`src/source/core_pkg.sv`:
```
// Core-side definitions for the fetch front end
// Word and address types, reset and trap vectors, instruction step

package core_pkg;

  // -------------------------------------------------------------------------
  // Data path widths
  // -------------------------------------------------------------------------
  typedef logic [31:0] word_t;  // Instruction or data word
  typedef logic [31:0] addr_t;  // Byte address

  // -------------------------------------------------------------------------
  // Fixed addresses and the sequential step
  // -------------------------------------------------------------------------
  localparam addr_t RESET_PC    = 32'h0000_0000;  // First fetch after reset
  localparam addr_t TRAP_VEC    = 32'h0000_0080;  // Target of a trap flush
  localparam addr_t INSTR_BYTES = 32'd4;          // One 32-bit instruction

endpackage

```
`src/source/icb_pkg.sv`:
```
// Bus-side definitions for the instruction bus
// BIU state encoding and the wait-state count type

package icb_pkg;

  // BIU sequencing, one fetch in flight at most
  typedef enum logic [1:0] {
    BIU_IDLE = 2'b00,  // Ready for a command
    BIU_WAIT = 2'b01,  // Memory wait states running
    BIU_RESP = 2'b10   // Read word presented for one cycle
  } biu_state_t;

  // Memory wait states, 0 to 15
  typedef logic [3:0] wait_t;

endpackage

```
`src/source/biu_ctrl.sv`:
```
// Bus interface unit control
// Command accept, wait-state sequencing and one-cycle response

`timescale 1ns/1ps

module biu_ctrl (
  input  logic            clk,
  input  logic            rstn,
  input  logic            cmd_valid,
  input  core_pkg::addr_t cmd_addr,
  output logic            cmd_ready,    // High only when idle
  output logic            timer_start,  // Pulse on accept
  input  logic            timer_done,
  output core_pkg::addr_t mem_addr,     // Latched fetch address
  input  core_pkg::word_t mem_rdata,
  output logic            rsp_valid,
  output core_pkg::word_t rsp_rdata
);

  import icb_pkg::*;

  biu_state_t state;
  biu_state_t state_nxt;
  logic       cmd_acc;  // Handshake completes

  assign cmd_ready   = (state == BIU_IDLE);
  assign cmd_acc     = cmd_valid & cmd_ready;
  assign timer_start = cmd_acc;

  // -------------------------------------------------------------------------
  // State machine
  // -------------------------------------------------------------------------
  always_comb begin
    state_nxt = state;
    unique case (state)
      BIU_IDLE: if (cmd_acc) state_nxt = BIU_WAIT;
      BIU_WAIT: if (timer_done) state_nxt = BIU_RESP;  // Memory word settled
      BIU_RESP: state_nxt = BIU_IDLE;                  // Single beat only
      default:  state_nxt = BIU_IDLE;
    endcase
  end

  always_ff @(posedge clk or negedge rstn) begin
    if (!rstn) begin
      state <= BIU_IDLE;
    end else begin
      state <= state_nxt;
    end
  end

  // Address held for the whole access
  always_ff @(posedge clk) begin
    if (cmd_acc) mem_addr <= cmd_addr;
  end

  // Response beat
  assign rsp_valid = (state == BIU_RESP);
  assign rsp_rdata = mem_rdata;  // Combinational RAM read

  // -------------------------------------------------------------------------
  // Checks
  // -------------------------------------------------------------------------
  // The timer only finishes an access that is being waited for
  a_done_in_wait : assert property (
    @(posedge clk) disable iff (!rstn)
    timer_done |-> state == BIU_WAIT
  ) else $error("biu_ctrl: timer done outside the wait state");

endmodule

```
`src/source/fetch_top.sv`:
```
// Fetch front-end top level
// Connects pc_gen, ifu, biu_ctrl, wait_timer and imem

`timescale 1ns/1ps

module fetch_top #(
  parameter icb_pkg::wait_t MEM_WAIT  = 4'd2,
  parameter int             MEM_WORDS = 64
) (
  input  logic            clk,
  input  logic            rstn,
  input  logic            ctrl_ifu_flush,
  input  logic            br_ctrl_flush,
  input  core_pkg::addr_t br_target,
  input  logic            ctrl_ifu_stall,
  input  logic            mem_we,
  input  core_pkg::addr_t mem_waddr,
  input  core_pkg::word_t mem_wdata,
  output core_pkg::word_t ifu_de_ins,
  output logic            ifu_de_valid,
  output core_pkg::addr_t ifu_alu_current_pc,
  output core_pkg::addr_t ifu_ctrl_int_epc,
  output logic            ifu_ctrl_valid
);

  import core_pkg::*;

  // -------------------------------------------------------------------------
  // Internal nets
  // -------------------------------------------------------------------------
  addr_t pc_ifu_addr;
  logic  ifu_pc_icb_cmd_ready;
  logic  ifu_biu_icb_cmd_valid;
  addr_t ifu_biu_icb_cmd_addr;
  logic  biu_ifu_icb_cmd_ready;
  logic  biu_ifu_icb_rsp_valid;
  word_t biu_ifu_icb_rsp_rdata;
  logic  timer_start;
  logic  timer_done;
  addr_t mem_addr;
  word_t mem_rdata;

  pc_gen i_pc_gen (
    .clk                  (clk),
    .rstn                 (rstn),
    .ctrl_ifu_flush       (ctrl_ifu_flush),
    .br_ctrl_flush        (br_ctrl_flush),
    .br_target            (br_target),
    .ifu_pc_icb_cmd_ready (ifu_pc_icb_cmd_ready),
    .pc_ifu_addr          (pc_ifu_addr)
  );

  // Read strobe and rsp_ready are constant, the BIU has no use for them
  ifu i_ifu (
    .clk                   (clk),
    .rstn                  (rstn),
    .ctrl_ifu_flush        (ctrl_ifu_flush),
    .br_ctrl_flush         (br_ctrl_flush),
    .ctrl_ifu_stall        (ctrl_ifu_stall),
    .pc_ifu_addr           (pc_ifu_addr),
    .ifu_pc_icb_cmd_ready  (ifu_pc_icb_cmd_ready),
    .biu_ifu_icb_cmd_ready (biu_ifu_icb_cmd_ready),
    .biu_ifu_icb_rsp_valid (biu_ifu_icb_rsp_valid),
    .biu_ifu_icb_rsp_rdata (biu_ifu_icb_rsp_rdata),
    .ifu_biu_icb_cmd_valid (ifu_biu_icb_cmd_valid),
    .ifu_biu_icb_cmd_addr  (ifu_biu_icb_cmd_addr),
    .ifu_biu_icb_cmd_read  (),
    .ifu_biu_icb_rsp_ready (),
    .ifu_de_ins            (ifu_de_ins),
    .ifu_de_valid          (ifu_de_valid),
    .ifu_alu_current_pc    (ifu_alu_current_pc),
    .ifu_ctrl_int_epc      (ifu_ctrl_int_epc),
    .ifu_ctrl_valid        (ifu_ctrl_valid)
  );

  biu_ctrl i_biu_ctrl (
    .clk         (clk),
    .rstn        (rstn),
    .cmd_valid   (ifu_biu_icb_cmd_valid),
    .cmd_addr    (ifu_biu_icb_cmd_addr),
    .cmd_ready   (biu_ifu_icb_cmd_ready),
    .timer_start (timer_start),
    .timer_done  (timer_done),
    .mem_addr    (mem_addr),
    .mem_rdata   (mem_rdata),
    .rsp_valid   (biu_ifu_icb_rsp_valid),
    .rsp_rdata   (biu_ifu_icb_rsp_rdata)
  );

  wait_timer #(.MEM_WAIT(MEM_WAIT)) i_wait_timer (
    .clk         (clk),
    .rstn        (rstn),
    .timer_start (timer_start),
    .timer_done  (timer_done)
  );

  imem #(.MEM_WORDS(MEM_WORDS)) i_imem (
    .clk       (clk),
    .mem_addr  (mem_addr),
    .mem_rdata (mem_rdata),
    .mem_we    (mem_we),     // Loader port straight from the pins
    .mem_waddr (mem_waddr),
    .mem_wdata (mem_wdata)
  );

endmodule

```
`src/source/ifu.sv`:
```
// Instruction fetch unit
// Bus command issue, pending fetch PC, hold register, stall and flush
// of the decode pipeline register

`timescale 1ns/1ps

module ifu (
  input  logic            clk,
  input  logic            rstn,
  input  logic            ctrl_ifu_flush,         // Trap flush
  input  logic            br_ctrl_flush,          // Branch flush
  input  logic            ctrl_ifu_stall,         // Back-pressure from decode
  input  core_pkg::addr_t pc_ifu_addr,
  output logic            ifu_pc_icb_cmd_ready,   // Tells pc_gen to step
  input  logic            biu_ifu_icb_cmd_ready,
  input  logic            biu_ifu_icb_rsp_valid,
  input  core_pkg::word_t biu_ifu_icb_rsp_rdata,
  output logic            ifu_biu_icb_cmd_valid,
  output core_pkg::addr_t ifu_biu_icb_cmd_addr,
  output logic            ifu_biu_icb_cmd_read,
  output logic            ifu_biu_icb_rsp_ready,
  output core_pkg::word_t ifu_de_ins,
  output logic            ifu_de_valid,
  output core_pkg::addr_t ifu_alu_current_pc,
  output core_pkg::addr_t ifu_ctrl_int_epc,
  output logic            ifu_ctrl_valid
);

  import core_pkg::*;

  logic  flush;        // Either flush source
  logic  cmd_fire;     // Command accepted this cycle
  logic  rsp_take;     // Response that is not marked dropped
  logic  outstanding;  // One fetch on the bus
  logic  drop;         // In-flight fetch belongs to a flushed path
  addr_t pend_pc;      // PC of the fetch on the bus
  logic  hold_valid;   // Response parked during a stall
  word_t hold_ins;
  addr_t hold_pc;

  // -------------------------------------------------------------------------
  // Bus side
  // -------------------------------------------------------------------------
  assign flush    = ctrl_ifu_flush | br_ctrl_flush;
  assign rsp_take = biu_ifu_icb_rsp_valid & ~drop;

  // Issue only into an empty pipe
  assign ifu_biu_icb_cmd_valid = ~ctrl_ifu_stall & ~flush & ~outstanding & ~hold_valid;
  assign ifu_biu_icb_cmd_addr  = pc_ifu_addr;
  assign ifu_biu_icb_cmd_read  = 1'b1;   // Instruction bus only reads
  assign ifu_biu_icb_rsp_ready = 1'b1;   // Response never refused
  assign cmd_fire              = ifu_biu_icb_cmd_valid & biu_ifu_icb_cmd_ready;
  assign ifu_pc_icb_cmd_ready  = cmd_fire;
  assign ifu_ctrl_valid        = rsp_take;

  // Outstanding and drop flags
  always_ff @(posedge clk or negedge rstn) begin
    if (!rstn) begin
      outstanding <= 1'b0;
      drop        <= 1'b0;
    end else if (cmd_fire) begin
      outstanding <= 1'b1;
      drop        <= 1'b0;
    end else if (biu_ifu_icb_rsp_valid) begin
      outstanding <= 1'b0;  // Fetch retired, kept or dropped
      drop        <= 1'b0;
    end else if (flush && outstanding) begin
      drop <= 1'b1;          // Word still on its way from the old path
    end
  end

  always_ff @(posedge clk) begin
    if (cmd_fire) pend_pc <= pc_ifu_addr;  // Travels with the word
  end

  // -------------------------------------------------------------------------
  // Hold register
  // -------------------------------------------------------------------------
  always_ff @(posedge clk or negedge rstn) begin
    if (!rstn) begin
      hold_valid <= 1'b0;
    end else if (flush || !ctrl_ifu_stall) begin
      hold_valid <= 1'b0;    // Emptied by flush or drained to decode
    end else if (rsp_take) begin
      hold_valid <= 1'b1;
    end
  end

  always_ff @(posedge clk) begin
    if (ctrl_ifu_stall && rsp_take) begin
      hold_ins <= biu_ifu_icb_rsp_rdata;
      hold_pc  <= pend_pc;
    end
  end

  // -------------------------------------------------------------------------
  // Decode pipeline register
  // -------------------------------------------------------------------------
  // Valid holds with the data during a stall, the word is consumed unstalled
  always_ff @(posedge clk or negedge rstn) begin
    if (!rstn) begin
      ifu_de_valid       <= 1'b0;
      ifu_de_ins         <= '0;
      ifu_alu_current_pc <= '0;
      ifu_ctrl_int_epc   <= '0;
    end else if (flush) begin
      ifu_de_valid       <= 1'b0;
      ifu_de_ins         <= '0;
      ifu_alu_current_pc <= '0;
      ifu_ctrl_int_epc   <= '0;
    end else if (!ctrl_ifu_stall) begin
      ifu_de_valid <= hold_valid | rsp_take;
      if (hold_valid) begin                  // Parked word goes first
        ifu_de_ins         <= hold_ins;
        ifu_alu_current_pc <= hold_pc;
        ifu_ctrl_int_epc   <= hold_pc;
      end else if (rsp_take) begin
        ifu_de_ins         <= biu_ifu_icb_rsp_rdata;
        ifu_alu_current_pc <= pend_pc;
        ifu_ctrl_int_epc   <= pend_pc;
      end
    end
  end

  // A response always answers a fetch issued earlier by this unit
  a_rsp_has_fetch : assert property (
    @(posedge clk) disable iff (!rstn)
    biu_ifu_icb_rsp_valid |-> outstanding
  ) else $error("ifu: response without an outstanding fetch");

endmodule

```
`src/source/imem.sv`:
```
// Instruction memory
// Word RAM with combinational read for the BIU and a load port

`timescale 1ns/1ps

module imem #(
  parameter int MEM_WORDS = 64  // Depth, power of two
) (
  input  logic            clk,
  input  core_pkg::addr_t mem_addr,   // Byte address, read side
  output core_pkg::word_t mem_rdata,
  input  logic            mem_we,     // Program load
  input  core_pkg::addr_t mem_waddr,
  input  core_pkg::word_t mem_wdata
);

  import core_pkg::*;

  localparam int IDX_W = (MEM_WORDS > 1) ? $clog2(MEM_WORDS) : 1;

  word_t             mem [MEM_WORDS];
  logic [IDX_W-1:0]  rd_idx;  // Word index, wraps at the depth
  logic [IDX_W-1:0]  wr_idx;

  assign rd_idx = mem_addr[2 +: IDX_W];
  assign wr_idx = mem_waddr[2 +: IDX_W];

  // Synchronous write
  always_ff @(posedge clk) begin
    if (mem_we) mem[wr_idx] <= mem_wdata;
  end

  // Read is available in the same cycle
  assign mem_rdata = mem[rd_idx];

endmodule

```
`src/source/pc_gen.sv`:
```
// PC generator for the fetch front end
// Next fetch address with sequential step and flush redirect

`timescale 1ns/1ps

module pc_gen (
  input  logic            clk,
  input  logic            rstn,
  input  logic            ctrl_ifu_flush,        // Trap redirect
  input  logic            br_ctrl_flush,         // Branch redirect
  input  core_pkg::addr_t br_target,
  input  logic            ifu_pc_icb_cmd_ready,  // Pulse per accepted fetch
  output core_pkg::addr_t pc_ifu_addr
);

  import core_pkg::*;

  addr_t pc_nxt;  // Address for the next edge

  // -------------------------------------------------------------------------
  // Next address select
  // -------------------------------------------------------------------------
  // Trap wins over branch, and any redirect wins over the step
  always_comb begin
    pc_nxt = pc_ifu_addr;
    if (ctrl_ifu_flush) begin
      pc_nxt = TRAP_VEC;
    end else if (br_ctrl_flush) begin
      pc_nxt = br_target;
    end else if (ifu_pc_icb_cmd_ready) begin
      pc_nxt = pc_ifu_addr + INSTR_BYTES;  // Fetch went out, move on
    end
  end

  // PC register
  always_ff @(posedge clk or negedge rstn) begin
    if (!rstn) begin
      pc_ifu_addr <= RESET_PC;
    end else begin
      pc_ifu_addr <= pc_nxt;
    end
  end

  // -------------------------------------------------------------------------
  // Checks
  // -------------------------------------------------------------------------
  // Branch targets from outside must keep the fetch address on a word
  a_pc_aligned : assert property (
    @(posedge clk) disable iff (!rstn)
    pc_ifu_addr[1:0] == 2'b00
  ) else $error("pc_gen: fetch address not word aligned");

endmodule

```
`src/source/wait_timer.sv`:
```
// Wait-state timer for the instruction memory
// Down counter loaded on start, one done pulse per start

`timescale 1ns/1ps

module wait_timer #(
  parameter icb_pkg::wait_t MEM_WAIT = 4'd2  // Wait states per access
) (
  input  logic clk,
  input  logic rstn,
  input  logic timer_start,
  output logic timer_done
);

  import icb_pkg::*;

  wait_t cnt;     // Remaining wait states
  logic  active;  // Timing an access

  always_ff @(posedge clk or negedge rstn) begin
    if (!rstn) begin
      active <= 1'b0;
      cnt    <= '0;
    end else if (timer_start) begin
      active <= 1'b1;
      cnt    <= MEM_WAIT;
    end else if (active) begin
      if (cnt == '0) active <= 1'b0;  // Done seen, stop
      else cnt <= cnt - 1'b1;
    end
  end

  // Zero wait states still give done one cycle after start
  assign timer_done = active & (cnt == '0);

endmodule
```
`config.mk`:
```
export PLATFORM = sky130hd
export DESIGN_NAME = fetch_top
export DESIGN_NICKNAME = d
export VERILOG_FILES = /design/src/source/core_pkg.sv /design/src/source/icb_pkg.sv /design/src/source/biu_ctrl.sv /design/src/source/fetch_top.sv /design/src/source/ifu.sv /design/src/source/imem.sv /design/src/source/pc_gen.sv /design/src/source/wait_timer.sv
export SDC_FILE = /design/constraint.sdc
export NUM_CORES = 2
export LEC_CHECK = 0
export BUFFER_PORTS_ARGS = -buffer_cell sky130_fd_sc_hd__buf_2
export CORE_MARGIN = 1.5
export CORE_UTILIZATION = 30
export DETAILED_ROUTE_END_ITERATION = 10
export GPL_ROUTABILITY_DRIVEN = 1
export PLACE_DENSITY_LB_ADDON = 0.08
export SYNTH_ARGS = -nofsm -noshare
export SYNTH_HDL_FRONTEND = slang
export SYNTH_SLANG_ARGS = --single-unit
```
`constraint.sdc`:
```
create_clock -name clk -period 4.95 [get_ports clk]
set_input_delay 0.99 -clock clk [delete_from_list [all_inputs] [get_ports clk]]
set_output_delay 0.99 -clock clk [all_outputs]
set_load 0.05 [all_outputs]
```
# --- Yosys cells after proc, flatten, opt, wreduce, memory -nomap -nowiden ---
# Memories as Yosys holds them, arrays and structs flattened. A register that Yosys moved wholly into a read port is not among the register bits.
# Index checks and enable logic that the tools add are counted.
totals:
  output_inout_bits: 98
  register_bits: 203
  wordCells: 82
  mem_count: 1
  ram_bits: 2048
  input_bits: 102
mem_list:
  columns: ["memory", "words", "width", "rd", "rd_ports_with_merged_regs", "write_ports", "line_no", "rtl"]
  rows:
  - ["i_imem.mem", 64, 32, 1, 1, 1, "imem.sv:21", "word_t mem [MEM_WORDS];"]
op_classes:
  eq_ne: 6
  n_bitwise: 13
  mux: 32
  n_addsub: 2
  reduce_logical: 15
op_table:
  columns: ["cell", "n"]
  rows:
  - ["two-way mux 32 bit", 11]
  - ["adder 32 x 3 -> 32 bit (second input constant)", 1]
  - ["two-way mux 1 bit", 14]
  - ["two-way mux 4 bit", 3]
  - ["nonzero test 3 bit", 3]
  - ["bitwise AND 1 bit", 6]
  - ["two-way mux 6 bit", 1]
  - ["AND reduction 2 bit", 3]
  - ["nonzero test 2 bit", 3]
  - ["inverter 1 bit", 5]
  - ["logical NOT 4 bit", 1]
  - ["two-way mux 2 bit", 2]
  - ["!= test 2 x 1 -> 1 bit (second input constant)", 2]
  - ["!= test 2 bit (second input constant)", 2]
  - ["one-hot mux 2 bit (2 select lines)", 1]
  - ["subtractor 4 x 1 -> 4 bit (second input constant)", 1]
  - ["equality test 2 x 1 -> 1 bit (second input constant)", 1]
  - ["equality test 2 bit (second input constant)", 1]
  - ["logical AND 1 bit", 2]
  - ["logical NOT 2 bit", 1]
  - ["bitwise OR 1 bit", 2]
  - ["logical NOT 1 bit", 1]
  - ["logical OR 1 bit", 1]

# --- Depth between registers and ports, before layout ---
depth:
  ltp_word: 9
  depth_mapped: 10
  ltp_nobuf: 7

# --- Cells and area by module ---
# From an unflattened synthesis, not the netlist that was laid out.
hier_totals:
  cells_unflattened: 4161
  hier_area_um2: 88916.5
modules_own_cells:
  columns: ["mod", "cells_per_inst", "area_each_um2", "instances"]
  rows:
  - ["imem", 3292, 77874.7, 1]
  - ["ifu", 531, 7365.8, 1]
  - ["pc_gen", 238, 2097.0, 1]
  - ["biu_ctrl", 73, 1288.7, 1]
  - ["wait_timer", 27, 290.3, 1]

# --- Worst setup path before layout ---
# OpenSTA, ideal clock, no wires.
synth_path:
  path_type: "input to register"
  from: "input port mem_waddr[5]"
  to: "memory i_imem.mem[48][0] (netlist name), enable pin"
  setup_time_ps: 461
  slack_ps: 775
  required_time_ps: 4489
  arrival_time_ps: 3714
  cell_stages: 4
  path_cell_list: "clkbuf_1 nor2b_1 nand4b_1 nor3_1"
synth_lines:
  columns: ["element", "line_no", "rtl"]
  rows:
  - ["from (decl)", "fetch_top.sv:17", "input core_pkg::addr_t mem_waddr,"]
  - ["to (decl)", "imem.sv:21", null]
# No word-level cell before the write port.

==> impl_metrics.yaml <==
clock_tree:
  postCtsHoldBufs: 0
  htreeDepth: 4
  cts-root-buf: "clkbuf_16"
  cts-buffers-inserted: 247
  clock_sinks: 2257
  cts_tree: "done"
  ctsResizeCount: 0
  clk_latency_ns: 0.91
  clockBufferDepth: 4
  post_cts_buffers: 0
  cts.reportedPaths.clkPinSlew_ns: 0.06
logic_synthesis:
  synthAdderAreaFrac_pct: 0.0434
  yosys.area_share.simple_pct: 2.34
  synthXorXnorAreaFrac_pct: 0.243
  syn_area_sq_um: 86500
  synth_top_family_by_area: "multiplexers"
  seq_area_frac_synth_pct: 77.7
  synth_edf_count: 2144
  synth_fp_nets: 4191
  synthCells: 4086
  avgSynthCellArea_sq_um: 21.2
  synth_warnings: 0
  synth_compound_area_share_pct: 4.06
  synth_cell_types: 60
  yosys_register_bits: 2257
  synth.area.mux_share_pct: 14.0
  async_flop_share_pct: 4.74
  synth-main-ff-cell: "edfxtp_1"
timing:
  tns_ns: 0
  fin_skew_ns: 0.0524
  setup-violations-final: 0
  finalCritPeriodShare_pct: 70.3
  relSlewSlack_pct: 20.1
  period_needed_ns: 3.48
  worstMarginPinSlew_ns: 1.19
  rsz0062_at_grt: "false"
  hold_violations: 0
  maxSlewViolCount: 0
  fmax_mhz: 287
power_and_ir_drop:
  swShare_pct: 21.9
  ir_worst_vdd_mv: 0.306
  seq_power_share_pct: 52.5
  fin_total_pwr_mw: 40.3
  pwr_density_cell_nw_per_um2: 400
  p_comb_share_pct: 4.8
  pwr-share-clk_pct: 42.7
  p_int_mw: 31.5
  cellLeakagePower_nw: 31.8
  power_switching_mw: 8.84
grt:
  grt_pass1_vias: 44100
  grt.total_usage_pct: 17.7
  grt_pass1_wl_mm: 362
  grt_max_degree: 78
  globalRouteOverflowTotal: 0
  antenna_found_initial: 37
routing:
  ant_nets: 0
  routed_wl_mm: 261
  wl_per_cell_microns: 31.1
  post_drt_via_cell_ratio: 5.07
  drt_first_pass_iters: 5
  vias: 42600
  drcViolationCount: 0
  drt_iter0_markers: 4010
floorplanning:
  dieArea_sq_um: 291000
  ioPinCount: 200
  rows: 196
  start_util_pct: 30.2
  dieWidth_microns: 540
  core_sq_um: 286000
  die_h_microns: 540
setup_path:
  endpoint_kind: "register"
  start_kind: "register"
  crit_chain: "buf_4 -> mux4_2 -> a22oi_1 -> a21oi_1 -> or4_1 -> a21o_1"
  path_max_fanout: 32
  slowest_stage: "or4_1"
  crit_required_ns: 5.73
  max_stage_delay_ns: 0.86
  arrival_ns: 4.26
  crit_cells: 6
  crit_family: "compound AO/OA/AOI/OAI gates"
  crit_type: "reg2reg"
  crit_buf_inv: 1
  ff2ff_setup_slack_ns: 1.47
  reg2reg_depth: 6
placement:
  io_buffers: 173
  hpwlAfterDp_mm: 155
  routabilityCongestion: 0.744
finish:
  multi_input_area_sq_um: 18400
  synthToLayoutAreaGrowth_pct: 16.6
  drive_above_1_share_pct: 27.8
  nets: 4554
  ff_latch_area_sq_um: 67200
  nFillCells: 26600
run_status:
  status: "complete, no violations"
flow_run:
  drv_cap: 0
worst_hold_path:
  hold_class: "in2async"
==> cell usage in the layout, fill, tap and decap left out, types with 10 or more instances in the layout <==
cell type / n
edfxtp_1: 2144
mux4_2: 500
clkbuf_16: 248
a22oi_1: 219
buf_2: 172
buf_4: 166
a21oi_1: 126
dfrtp_1: 106
mux2i_1: 84
nor2_1: 81
nand3_1: 80
nor2_4: 64
clkinv_1: 62
nand2_1: 61
clkbuf_1: 61
a211oi_1: 52
buf_12: 46
o21ai_0: 44
clkinv_2: 41
a21o_1: 28
or4_1: 27
nand4_1: 16
inv_1: 12
and3_1: 12
xnor2_1: 12
xor2_1: 12
nor2b_1: 11
o22ai_1: 11
nor3_1: 11
bufinv_16: 11
diode_2: 10
==> cell type report <==
class,instances,area share (%)
well taps,3762,4.67
clock inverters,123,0.872
diodes,10,0.0248
clock buffers,314,6.45
inverters,13,0.0484
flip-flops and latches,2257,66.7
repair buffers,385,3.01
multi-input cells,1545,18.3
==> flip-flops by register name, summed over array words and instances, names as in the netlist, named ones only <==
name and cells:
i_ifu.hold_pc 32, i_wait_timer.active 1, i_pc_gen.pc_ifu_addr 32, i_ifu.ifu_de_valid 1, i_wait_timer.cnt 4, i_ifu.ifu_de_ins 32
i_ifu.ifu_alu_current_pc 32, i_ifu.hold_valid 1, i_imem.mem 2048, i_ifu.pend_pc 32, i_ifu.drop 1, i_biu_ctrl.state 2
i_ifu.outstanding 1, i_ifu.hold_ins 32
==> synth_stat cells, types with 52 or more instances <==
cell      count  area, sq um
mux2i_1      84          841
nand2_1      61          229
buf_4        52          390
a21oi_1     126          631
edfxtp_1   2144        64400
dfrtp_1     107         2680
a211oi_1     52          390
nor2_1      145          544
a22oi_1     219         1640
mux4_2      500        11300
nand3_1      80          400
clkbuf_1    135          507
==> power by group through the flow <==
stage / logic (mW) / registers, mW / clock network (mW)
floorplan: 1.02 / 21.5 / 0
global placement: 1.97 / 21.6 / 0
detailed placement: 1.99 / 21.6 / 0
CTS: 1.99 / 21.2 / 17.7
global route: 2.08 / 21.2 / 18.4
finish: 1.92 / 21.2 / 17.2
==> kinds of logic (layout without fill, tap and decap cells) <==
group	Yosys count	after routing
adders and majority gates	3	3
xor gates and xnor gates	24	24
buffers and inverters	284	835
muxes	584	584
and+or+nand+nor	413	413
DFF	2257	2257
other	0	10
AOI/OAI and AO/OA	521	521
==> worst register-to-register path: cells and delay by family, from the launching register on <==
kind | cells | cell delay, ns
AOI/OAI and AO/OA | 3 | 0.87
buffers and inverters | 1 | 0.59
DFF | 1 | 0.65
muxes | 1 | 0.41
and+or+nand+nor | 1 | 0.87
==> stage by stage <==
stage / area, sq um / hold slack (ns) / setup slack (ns) / std cells / util [%]
final: 101000 / 0.151 / 1.47 / 8409 / 35.3
after global routing: 101000 / 0.168 / 1.22 / 8400 / 35.2
after CTS: 101000 / 0.128 / 1.39 / 8399 / 35.2
after detailed placement: 93400 / 0.434 / 1.11 / 7962 / 32.7
after global placement: 93400 / 0.433 / 1.13 / 7962 / 32.7
after floorplan: 86500 / 0.424 / 0.775 / 4086 / -
==> metal layers <==
| metal | track usage [%] | share of wire [%] | vias up |
|---|---|---|---|
| li1 | - | - | 17900 |
| met2 | 28.4 | 47 | 1107 |
| met3 | 2.77 | 5.3 | 326 |
| met1 | 25.5 | 45 | 23300 |
| met4 | 3.70 | 2.0 | 8 |
| met5 | 0 | 0.016 | - |
==> final timing paths <==
| check | start | to |
|---|---|---|
| setup / recovery | register | i_ifu.ifu_de_ins[25] |
| hold / removal | rstn | i_ifu.ifu_alu_current_pc[0] |
| max in group asynchronous | rstn | i_ifu.ifu_de_ins[7] |
| setup reg to reg | register | i_ifu.ifu_de_ins[25] |
| min in group clk | mem_wdata[8] | i_imem.mem[4][8] |
| hold reg to reg | i_ifu.pend_pc[29] | i_ifu.hold_pc[29] |
Note: power is estimated with default switching activity, not from simulation.
